**config.mk**
```make
export PLATFORM = sky130hd
export DESIGN_NAME = cpuController
export DESIGN_NICKNAME = d
export VERILOG_FILES = /design/src/verilog/ctrlPkg.sv /design/src/verilog/isaPkg.sv /design/src/verilog/cpuController.sv /design/src/verilog/storeSelect.sv /design/src/verilog/aluSelect.sv /design/src/verilog/cpuSequencer.sv /design/src/verilog/instrDecode.sv
export SDC_FILE = /design/constraint.sdc
export NUM_CORES = 1
export LEC_CHECK = 0
export ABC_AREA = 0
export BUFFER_PORTS_ARGS = -buffer_cell sky130_fd_sc_hd__buf_2
export CAP_MARGIN = 30
export CORE_MARGIN = 2
export CORE_UTILIZATION = 56
export CTS_BUF_LIST = sky130_fd_sc_hd__clkbuf_8
export DETAILED_ROUTE_END_ITERATION = 12
export PLACE_DENSITY = 0.89
export SETUP_SLACK_MARGIN = 0.05
export SLEW_MARGIN = 20
export SYNTH_ARGS = -nofsm -noshare
export SYNTH_HDL_FRONTEND = slang
export SYNTH_SLANG_ARGS = --single-unit
```
**constraint.sdc**
```tcl
create_clock -name clk -period 3.71 [get_ports clk]
set_input_delay 0 -clock clk [delete_from_list [all_inputs] [get_ports clk]]
set_output_delay 0 -clock clk [all_outputs]
set_load 0.05 [all_outputs]
```
**src/verilog/ctrlPkg.sv**
```systemverilog
`default_nettype none

package ctrlPkg;

    typedef enum logic [5:0] {
        START,
        FETCH,
        ATYPE,
        ITYPE,
        SITYPE,
        JTYPE,
        JFLAG,
        FLAGOP,
        PUSH1,
        PUSH2,
        POP1,
        POP2,
        RIMMED,     // Operand read sub-sequences
        RADDRESS,
        RABS1,
        RABS2,
        RABS3,
        WABS1,      // Absolute write sub-sequence
        WABS2,
        WABS3,
        HALT = 6'd63
    } stateT;

    typedef logic [1:0] memAddrSelT;

    localparam memAddrSelT MEM_FROM_PC  = 2'd0;
    localparam memAddrSelT MEM_FROM_A   = 2'd1;
    localparam memAddrSelT MEM_FROM_SP  = 2'd2;
    localparam memAddrSelT MEM_FROM_ALU = 2'd3;

    // Codes 0 to 3 pick a register on either input
    typedef logic [3:0] aluSrcT;

    localparam aluSrcT ALUA_PC    = 4'd4;
    localparam aluSrcT ALUA_MEM   = 4'd5;
    localparam aluSrcT ALUA_SP    = 4'd6;
    localparam aluSrcT ALUA_HIMEM = 4'd7;

    localparam aluSrcT ALUB_ONE   = 4'd4;
    localparam aluSrcT ALUB_ZERO  = 4'd5;
    localparam aluSrcT ALUB_OP    = 4'd6;   // Constant from instruction
    localparam aluSrcT ALUB_ADDR  = 4'd7;   // Jump address from instruction

    typedef logic [3:0] aluFuncT;

    localparam aluFuncT ALU_ADD  = 4'd0;
    localparam aluFuncT ALU_SUB  = 4'd2;
    localparam aluFuncT ALU_JUMP = 4'd6;

    typedef logic [3:0] writeSrcT;

    localparam writeSrcT WRITE_FROM_ALU = 4'd0;
    localparam writeSrcT WRITE_FROM_RES = 4'd1;

endpackage

`default_nettype wire

```
**src/verilog/isaPkg.sv**
```systemverilog
`default_nettype none

package isaPkg;

    typedef logic [15:0] opcodeT;   // One instruction word
    typedef logic [3:0]  flagsT;    // Flag register
    typedef logic [2:0]  fieldT;    // Source or destination field

    typedef enum logic [3:0] {
        ATYPE,
        ITYPE,
        SITYPE,
        JTYPE,
        JFLAG,      // Conditional jump, condition true
        FLAGOP,     // FLS/FLC
        PUSH,
        POP,
        SKIP,       // Conditional jump, condition false
        INVALID
    } instrClassT;

    // Destination code 7 means no write
    localparam fieldT DEST_0      = 3'd0;
    localparam fieldT DEST_A      = 3'd1;
    localparam fieldT DEST_B      = 3'd2;
    localparam fieldT DEST_C      = 3'd3;
    localparam fieldT DEST_ADR    = 3'd4;   // Through A
    localparam fieldT DEST_ABS    = 3'd5;
    localparam fieldT DEST_UNUSED = 3'd6;

    localparam fieldT READ_IMM = 3'd4;
    localparam fieldT READ_ABS = 3'd5;
    localparam fieldT READ_ADR = 3'd6;      // Through A
    localparam fieldT READ_BAD = 3'd7;

    function automatic fieldT srcField(opcodeT op);
        return op[11:9];
    endfunction

    // A and SI type carry the destination in their own field
    function automatic fieldT destField(opcodeT op);
        if (op[15:12] == 4'b0000) begin
            return op[2:0];
        end else if (op[15:12] == 4'b0001) begin
            return op[6:4];
        end
        return op[11:9];    // I type and pop share the source field
    endfunction

endpackage

`default_nettype wire
```
**src/verilog/cpuController.sv**
```systemverilog
`default_nettype none

module cpuController (
    input  wire                     clk,
    input  wire                     rst,
    input  wire isaPkg::opcodeT     opcode,
    input  wire isaPkg::flagsT      flags,
    input  wire                     stall,
    output wire ctrlPkg::stateT     state,
    output wire ctrlPkg::aluFuncT   aluFunc,
    output wire ctrlPkg::aluSrcT    aluA,
    output wire ctrlPkg::aluSrcT    aluB,
    output wire ctrlPkg::memAddrSelT memAddr,
    output wire                     re,
    output wire                     we,
    output wire ctrlPkg::writeSrcT  writeDataSource,
    output wire                     saveOpcode,
    output wire                     saveMem1,
    output wire                     saveMem2,
    output wire                     saveResult,
    output wire                     enPC,
    output wire                     enA,
    output wire                     enB,
    output wire                     enC,
    output wire                     enSP,
    output wire                     initSP,
    output wire                     enF,
    output wire                     sourceF,
    output wire isaPkg::flagsT      inF
);

    isaPkg::instrClassT instrClass;     // Decoded class of the current opcode
    logic               pendingFlagOp;  // FLS/FLC seen in FETCH

    instrDecode instrDecode_i (
        .*
    );

    cpuSequencer cpuSequencer_i (
        .*
    );

    aluSelect aluSelect_i (
        .*
    );

    storeSelect storeSelect_i (
        .*
    );

endmodule

`default_nettype wire

```
**src/verilog/storeSelect.sv**
```systemverilog
`default_nettype none

module storeSelect (
    input  wire ctrlPkg::stateT state,
    input  wire isaPkg::opcodeT opcode,
    input  wire isaPkg::flagsT  flags,
    input  wire                 pendingFlagOp,
    output ctrlPkg::memAddrSelT memAddr,
    output logic                re,
    output logic                we,
    output ctrlPkg::writeSrcT   writeDataSource,
    output logic                saveOpcode,
    output logic                saveMem1,
    output logic                saveMem2,
    output logic                saveResult,
    output logic                enPC,
    output logic                enA,
    output logic                enB,
    output logic                enC,
    output logic                enSP,
    output logic                initSP,
    output logic                enF,
    output logic                sourceF,
    output isaPkg::flagsT       inF
);

    isaPkg::fieldT dest;
    isaPkg::flagsT flagMask;    // Bit picked by the flag index

    assign dest     = isaPkg::destField(opcode);
    assign flagMask = 4'b0001 << opcode[9:8];

    always_comb begin
        memAddr         = ctrlPkg::MEM_FROM_PC;
        re              = 1'b0;
        we              = 1'b0;
        writeDataSource = ctrlPkg::WRITE_FROM_ALU;
        saveOpcode      = 1'b0;
        saveMem1        = 1'b0;
        saveMem2        = 1'b0;
        saveResult      = 1'b0;
        enPC            = 1'b0;
        enA             = 1'b0;
        enB             = 1'b0;
        enC             = 1'b0;
        enSP            = 1'b0;
        initSP          = 1'b0;
        enF             = 1'b0;
        sourceF         = 1'b0;
        inF             = '0;
        case (state)
            ctrlPkg::START: begin
                enSP   = 1'b1;
                initSP = 1'b1;
            end
            ctrlPkg::FETCH: begin
                re         = 1'b1;
                saveOpcode = 1'b1;
                enPC       = 1'b1;
                if (pendingFlagOp) begin
                    enF     = 1'b1;
                    sourceF = 1'b1;     // Flags taken from inF
                    inF     = opcode[10] ? (flags | flagMask) : (flags & ~flagMask);
                end
            end
            ctrlPkg::ATYPE, ctrlPkg::ITYPE, ctrlPkg::SITYPE: enF = 1'b1;
            ctrlPkg::JTYPE, ctrlPkg::JFLAG: enPC = 1'b1;
            ctrlPkg::PUSH1: begin
                we      = 1'b1;
                memAddr = ctrlPkg::MEM_FROM_SP;
            end
            ctrlPkg::PUSH2: enSP = 1'b1;
            ctrlPkg::POP1: begin
                enSP     = 1'b1;
                memAddr  = ctrlPkg::MEM_FROM_ALU;   // Read at SP + 1
                re       = 1'b1;
                saveMem1 = 1'b1;
            end
            ctrlPkg::RIMMED, ctrlPkg::RABS2, ctrlPkg::WABS2: begin
                re       = 1'b1;
                saveMem1 = 1'b1;
                enPC     = 1'b1;
            end
            ctrlPkg::RABS1, ctrlPkg::WABS1: begin
                re       = 1'b1;
                saveMem2 = 1'b1;    // High address word
                enPC     = 1'b1;
            end
            ctrlPkg::RADDRESS: begin
                memAddr  = ctrlPkg::MEM_FROM_A;
                re       = 1'b1;
                saveMem1 = 1'b1;
            end
            ctrlPkg::RABS3: begin
                memAddr  = ctrlPkg::MEM_FROM_ALU;
                re       = 1'b1;
                saveMem1 = 1'b1;
            end
            ctrlPkg::WABS3: begin
                memAddr         = ctrlPkg::MEM_FROM_ALU;
                we              = 1'b1;
                writeDataSource = ctrlPkg::WRITE_FROM_RES;
            end
            default: begin
            end
        endcase

        // Result destination of the states that produce one
        if (state inside {ctrlPkg::ATYPE, ctrlPkg::ITYPE, ctrlPkg::SITYPE, ctrlPkg::POP2}) begin
            case (dest)
                isaPkg::DEST_0: enSP = (state == ctrlPkg::ITYPE);   // SP only for I type
                isaPkg::DEST_A: enA = 1'b1;
                isaPkg::DEST_B: enB = 1'b1;
                isaPkg::DEST_C: enC = 1'b1;
                isaPkg::DEST_ADR: begin
                    we      = 1'b1;
                    memAddr = ctrlPkg::MEM_FROM_A;
                end
                isaPkg::DEST_ABS: begin
                    saveResult = 1'b1;      // Hold result until WABS3
                    saveMem1   = 1'b1;
                end
                default: begin
                end
            endcase
        end
    end

endmodule

`default_nettype wire

```
**src/verilog/aluSelect.sv**
```systemverilog
`default_nettype none

module aluSelect (
    input  wire ctrlPkg::stateT state,
    input  wire isaPkg::opcodeT opcode,
    output ctrlPkg::aluFuncT    aluFunc,
    output ctrlPkg::aluSrcT     aluA,
    output ctrlPkg::aluSrcT     aluB
);

    isaPkg::fieldT   src;
    ctrlPkg::aluSrcT srcA;  // Register or memory operand on input A

    assign src  = isaPkg::srcField(opcode);
    assign srcA = src[2] ? ctrlPkg::ALUA_MEM : ctrlPkg::aluSrcT'({2'b00, src[1:0]});

    always_comb begin
        aluFunc = ctrlPkg::ALU_ADD;
        aluA    = '0;
        aluB    = '0;
        case (state)
            ctrlPkg::FETCH, ctrlPkg::RIMMED, ctrlPkg::RABS1, ctrlPkg::RABS2,
            ctrlPkg::WABS1, ctrlPkg::WABS2: begin
                aluA = ctrlPkg::ALUA_PC;    // PC + 1
                aluB = ctrlPkg::ALUB_ONE;
            end
            ctrlPkg::ATYPE: begin
                aluA    = srcA;
                aluB    = {2'b00, opcode[4:3]};
                aluFunc = opcode[8:5];      // Function given by the instruction
            end
            ctrlPkg::ITYPE: begin
                if (src == isaPkg::DEST_0) begin
                    aluA = ctrlPkg::ALUA_SP;    // Field 0 means SP here
                end else begin
                    aluA = srcA;
                end
                aluB    = ctrlPkg::ALUB_OP;
                aluFunc = {opcode[8], opcode[8], opcode[13:12]};
            end
            ctrlPkg::SITYPE: begin
                aluA    = srcA;
                aluB    = ctrlPkg::ALUB_OP;
                aluFunc = {2'b10, opcode[8:7]};     // Shift group
            end
            ctrlPkg::JTYPE: begin
                aluA    = ctrlPkg::ALUA_PC;
                aluB    = ctrlPkg::ALUB_ADDR;
                aluFunc = ctrlPkg::ALU_JUMP;
            end
            ctrlPkg::JFLAG: begin
                aluA = ctrlPkg::ALUA_PC;    // PC plus offset
                aluB = ctrlPkg::ALUB_OP;
            end
            ctrlPkg::PUSH1: begin
                aluA = srcA;
                aluB = ctrlPkg::ALUB_ZERO;
            end
            ctrlPkg::PUSH2: begin
                aluA    = ctrlPkg::ALUA_SP;
                aluB    = ctrlPkg::ALUB_ONE;
                aluFunc = ctrlPkg::ALU_SUB;     // SP - 1
            end
            ctrlPkg::POP1: begin
                aluA = ctrlPkg::ALUA_SP;    // SP + 1
                aluB = ctrlPkg::ALUB_ONE;
            end
            ctrlPkg::POP2: begin
                aluA = ctrlPkg::ALUA_MEM;
                aluB = ctrlPkg::ALUB_ZERO;
            end
            ctrlPkg::RABS3, ctrlPkg::WABS3: begin
                aluA = ctrlPkg::ALUA_HIMEM;     // Absolute address from saved words
                aluB = ctrlPkg::ALUB_ZERO;
            end
            default: begin
            end
        endcase
    end

endmodule

`default_nettype wire

```
**src/verilog/cpuSequencer.sv**
```systemverilog
`default_nettype none

module cpuSequencer (
    input  wire                     clk,
    input  wire                     rst,
    input  wire                     stall,
    input  wire isaPkg::opcodeT     opcode,
    input  wire isaPkg::instrClassT instrClass,
    output ctrlPkg::stateT          state,
    output logic                    pendingFlagOp
);

    ctrlPkg::stateT nextState;
    ctrlPkg::stateT classState;     // Main state of the decoded instruction
    isaPkg::fieldT  src;
    logic           readsOperand;
    logic           absWrite;

    assign src           = isaPkg::srcField(opcode);
    assign readsOperand  = instrClass inside {isaPkg::ATYPE, isaPkg::ITYPE,
                                              isaPkg::SITYPE, isaPkg::PUSH};
    assign absWrite      = (isaPkg::destField(opcode) == isaPkg::DEST_ABS);
    assign pendingFlagOp = (state == ctrlPkg::FETCH) && (instrClass == isaPkg::FLAGOP);

    always_ff @(posedge clk or posedge rst) begin
        if (rst) begin
            state <= ctrlPkg::START;
        end else if (!stall) begin
            state <= nextState;
        end
    end

    always_comb begin
        case (instrClass)
            isaPkg::ATYPE:  classState = ctrlPkg::ATYPE;
            isaPkg::ITYPE:  classState = ctrlPkg::ITYPE;
            isaPkg::SITYPE: classState = ctrlPkg::SITYPE;
            isaPkg::JTYPE:  classState = ctrlPkg::JTYPE;
            isaPkg::JFLAG:  classState = ctrlPkg::JFLAG;
            isaPkg::PUSH:   classState = ctrlPkg::PUSH1;
            isaPkg::POP:    classState = ctrlPkg::POP1;
            isaPkg::FLAGOP, isaPkg::SKIP: classState = ctrlPkg::FETCH;  // Flags change in FETCH
            default:        classState = ctrlPkg::HALT;
        endcase
    end

    always_comb begin
        nextState = ctrlPkg::HALT;
        case (state)
            ctrlPkg::START: nextState = ctrlPkg::FETCH;
            ctrlPkg::FETCH: begin
                if (!readsOperand || !src[2]) begin     // Register operand
                    nextState = classState;
                end else begin
                    case (src)
                        isaPkg::READ_IMM: nextState = ctrlPkg::RIMMED;
                        isaPkg::READ_ABS: nextState = ctrlPkg::RABS1;
                        isaPkg::READ_ADR: nextState = ctrlPkg::RADDRESS;
                        default:          nextState = ctrlPkg::HALT;
                    endcase
                end
            end
            ctrlPkg::RIMMED, ctrlPkg::RADDRESS, ctrlPkg::RABS3: nextState = classState;
            ctrlPkg::RABS1: nextState = ctrlPkg::RABS2;
            ctrlPkg::RABS2: nextState = ctrlPkg::RABS3;
            ctrlPkg::ATYPE, ctrlPkg::ITYPE, ctrlPkg::SITYPE, ctrlPkg::POP2: begin
                if (absWrite) begin
                    nextState = ctrlPkg::WABS1;
                end else begin
                    nextState = ctrlPkg::FETCH;
                end
            end
            ctrlPkg::WABS1: nextState = ctrlPkg::WABS2;
            ctrlPkg::WABS2: nextState = ctrlPkg::WABS3;
            ctrlPkg::WABS3: nextState = ctrlPkg::FETCH;
            ctrlPkg::PUSH1: nextState = ctrlPkg::PUSH2;
            ctrlPkg::POP1:  nextState = ctrlPkg::POP2;
            ctrlPkg::JTYPE, ctrlPkg::JFLAG, ctrlPkg::PUSH2: begin
                nextState = ctrlPkg::FETCH;
            end
            default: nextState = ctrlPkg::HALT;     // HALT stays until reset
        endcase
    end

endmodule

`default_nettype wire

```
**src/verilog/instrDecode.sv**
```systemverilog
`default_nettype none

module instrDecode (
    input  wire isaPkg::opcodeT     opcode,
    input  wire isaPkg::flagsT      flags,
    output isaPkg::instrClassT      instrClass
);

    isaPkg::fieldT      src;
    isaPkg::fieldT      dest;
    isaPkg::instrClassT baseClass;  // Class before operand checks

    assign src  = isaPkg::srcField(opcode);
    assign dest = isaPkg::destField(opcode);

    always_comb begin
        baseClass = isaPkg::INVALID;
        if (opcode[15:12] == 4'b0000) begin
            baseClass = isaPkg::ATYPE;
        end else if (opcode[15:14] == 2'b01) begin
            baseClass = isaPkg::ITYPE;
        end else if (opcode[15]) begin
            baseClass = isaPkg::JTYPE;
        end else if (opcode[15:12] == 4'b0001) begin
            baseClass = isaPkg::SITYPE;
        end else if (opcode[15:12] == 4'b0010) begin
            if (opcode[11]) begin
                baseClass = isaPkg::FLAGOP;
            end else if (flags[opcode[9:8]] == opcode[10]) begin   // Wanted flag value
                baseClass = isaPkg::JFLAG;
            end else begin
                baseClass = isaPkg::SKIP;
            end
        end else if (opcode[15:12] == 4'b0011) begin
            case (opcode[8:7])
                2'b00:   baseClass = isaPkg::PUSH;
                2'b01:   baseClass = isaPkg::POP;
                default: baseClass = isaPkg::INVALID;   // Former call and return
            endcase
        end
    end

    // Read mode 7 and destination 6 are not supported
    always_comb begin
        instrClass = baseClass;
        case (baseClass)
            isaPkg::ATYPE, isaPkg::ITYPE, isaPkg::SITYPE: begin
                if (src == isaPkg::READ_BAD || dest == isaPkg::DEST_UNUSED) begin
                    instrClass = isaPkg::INVALID;
                end
            end
            isaPkg::PUSH: begin
                if (src == isaPkg::READ_BAD) begin
                    instrClass = isaPkg::INVALID;
                end
            end
            isaPkg::POP: begin
                if (dest == isaPkg::DEST_UNUSED) begin
                    instrClass = isaPkg::INVALID;
                end
            end
            default: begin
            end
        endcase
    end

endmodule

`default_nettype wire

```
==> results.md <==
- Outcome: finished, final reports clean
- Rows: 20
- CP arrival: 3.21 ns
- Min Clock Period, post-route: 3.065 ns
- Setup TNS: 0 ns
- RSZ-0062 raised after global routing: no
- ANT cells: 0
- Clk pin slew, worst setup/hold paths: 0.04 ns
- Synth async-reset ratio: 1.000
- List of most frequent post-synthesis cells: nor2_1 (45), nand2_1 (28), o21ai_0 (23)
- YS warnings: 0
- CP Class: in -> reg
- Core footprint: 0.003003 mm^2
- Slew @ Worst Pin: 0.7394 ns
- Ys flop type: dfrtp_1
- Syn Inst Count: 270
- Static Leak: 0.9094 nW
- Htree depth: 1
- Fin cells: around 350
- Cts bufs inserted: 3
- Pin count of the biggest net entering global routing: 24
- P per Cell Area: between 100 and 150 mW/mm^2
- 1st-iter DRT viols: 211
- I/O pin cnt: 65
- Count leader, synth: nor2_1
- Routed wire length per instance: 15.43 um
- Reg with most FFs: cpuSequencer_i.state
- Final hold violations: 0
- Vias: 2285
- PortBufs: 59
- Post-Synthesis Cell Area: 0.001738 mm^2
- Vias in the first global route: 1862
- WL final: 5.385 mm
- Cts hold-fix bufs: 1
- Initial antenna violation count: 0
- Critical path startpoint category: input port
- Hpwl dp: 3.998 mm
- VDD IR max: around 160 uV
- FMAX: 326.2 MHz
- #FFs+latches synth: 6
- Gpl congestion: 0.9375
- Relative slew slack: 0.5071
- First-pass GRT wire length: 8.404 mm
- Setup WS post-layout: 0.6445 ns
- Die X: between 50 and 60 um
- Max FFs per register: 6
- Placed insts: approximately 350
- Post-layout nets: about 340
- Grt total ovfl: 0
- Worst Skew: 0.006049 ns
- Area growth from synthesis to layout: 16.20%
- Vias per cell: 6.547
- GRT Total Usage: 0.3010
- Crit share post-route: 0.8263
- Hold WS: 0.03373 ns
- Total of max-cap violations: 0
- Syn avg cell area: 6.437 um^2
- CTS tree: built
- Worst-path maximum fanout: 10
- Die Y: between 50 and 60 um
- Drt drc: 0
- Cells on Worst Hold Path: 2
- Sequential fraction of the synthesis area: 0.08639
- ANT nets after route: 0
- Clk Latency, worst-skew pair: 0.23 ns
- # fillers: roughly 260
- Fin. max-slew vios: 0
- Post-CTS sizing: 0
- Hold crit path type: in -> reg
- Sink Count: 6
- R2r worst-path depth: 6
- Share of the synthesized area in the top cell type: 0.09719
- Final number of setup-violating endpoints: 0
- Setup bufs post-CTS: 0
- Pre-CTS setup slack: 0.4665 ns
- Initial Util: 0.5788
- Cell taking the most area after synthesis: nor2_1
- Clock tree buffer depth: 2
- CP endpoint kind: flip-flop
- EDFF count, synth: 0
- Root buf cell: clkbuf_8
- Largest registers: cpuSequencer_i.state (6)
- DR pass1 iterations: 5
- Synth top area cells: nor2_1 (9.7%), dfrtp_1 (8.6%), mux2i_1 (6.9%), o21ai_0 (6.6%), nand2_1 (6.0%)
- Layout cells sized above 1: 0.2532
- Netlist cell types: 59
- CP required: 3.85 ns
- Die ar.: 0.003565 mm^2
## cells in the final DEF (no fill, tap or decap), types with 6 or more instances in the layout
| cell type | instances |
|---|---|
| dfrtp_1 | 6 |
| nor3b_1 | 6 |
| nand3_1 | 7 |
| nand2_1 | 28 |
| buf_2 | 59 |
| nor3_1 | 11 |
| inv_1 | 12 |
| nor2_1 | 45 |
| o21ai_0 | 23 |
| a21oi_1 | 19 |
| mux2i_1 | 12 |
## routing by layer
layer / track usage / up-vias / part of all wire
li1: - / 1081 / -
met1: 0.4344 / 1039 / 0.43
met2: 0.4658 / 145 / 0.45
met3: 0.03030 / 20 / 0.093
met4: 0.1016 / 0 / 0.028
met5: 0 / - / 0
## cell families (layout without fill, tap and decap cells)
kind of cell    count (synthesis)  in the layout  synth area share
fa+ha+maj                       3              3           0.02160
other cells                     1              5          0.002158
compound gates                 86             86            0.3456
buf+inv                        34             76           0.09790
simple gates                  128            128            0.3773
mux                            12             12           0.06912
flops                           6              6           0.08639
## final timing paths
path,from,end,slack (ns)
min,stall,cpuSequencer_i.state[1]$_DFFE_PP0N_,0.03
max,opcode[13],cpuSequencer_i.state[1]$_DFFE_PP0N_,0.64
min in group asynchronous,rst,cpuSequencer_i.state[0]$_DFFE_PP0N_,0.24
max in group asynchronous,rst,cpuSequencer_i.state[2]$_DFFE_PP0N_,3.27
max reg2reg,cpuSequencer_i.state[3]$_DFFE_PP0N_,cpuSequencer_i.state[1]$_DFFE_PP0N_,1.20
min reg2reg,cpuSequencer_i.state[5]$_DFFE_PP0N_,cpuSequencer_i.state[5]$_DFFE_PP0N_,0.87
## critical path: stages
cell and delay, ns:
buf_2 0.13, or3_1 0.54, a211o_1 0.37, and3_1 0.18, o21ai_0 0.32, inv_1 0.13
ha_1 0.28, or3_1 0.38, o2111ai_1 0.20, nor2_1 0.12, or3_1 0.37, a32oi_1 0.20
## per-stage QoR
stage,power [mW],cell area [um^2],util
after CTS,0.2607,2019,0.6725
after global routing,0.2747,2019,0.6725
after global placement,0.1575,1968,0.6554
after floorplan,0.1381,1753,-
after detailed placement,0.1589,1968,0.6554
final,0.2602,2019,0.6725
## where the power goes
| part | switching [mW] | internal (mW) | leakage [nW] |
|---|---|---|---|
| Sequential | 0.000000000000000167 | 0.0658 | 0.0525 |
| Combinational | 0.0607 | 0.0341 | 0.835 |
| Clock | 0.0297 | 0.0698 | 0.0216 |
| Total | 0.0904 | 0.170 | 0.909 |
## final cells by class
| class | count | area [um^2] | share of cell area |
|---|---|---|---|
| Multi-Input combinational cell | 234 | 1433 | 0.7094 |
| Timing Repair Buffer | 60 | 305.3 | 0.1512 |
| Sequential cell | 6 | 150.1 | 0.07435 |
| Inverter | 13 | 48.80 | 0.02416 |
| Clock buffer | 3 | 41.29 | 0.02045 |
| Tap cell | 33 | 41.29 | 0.02045 |
Power figures use the tool's default switching activity.
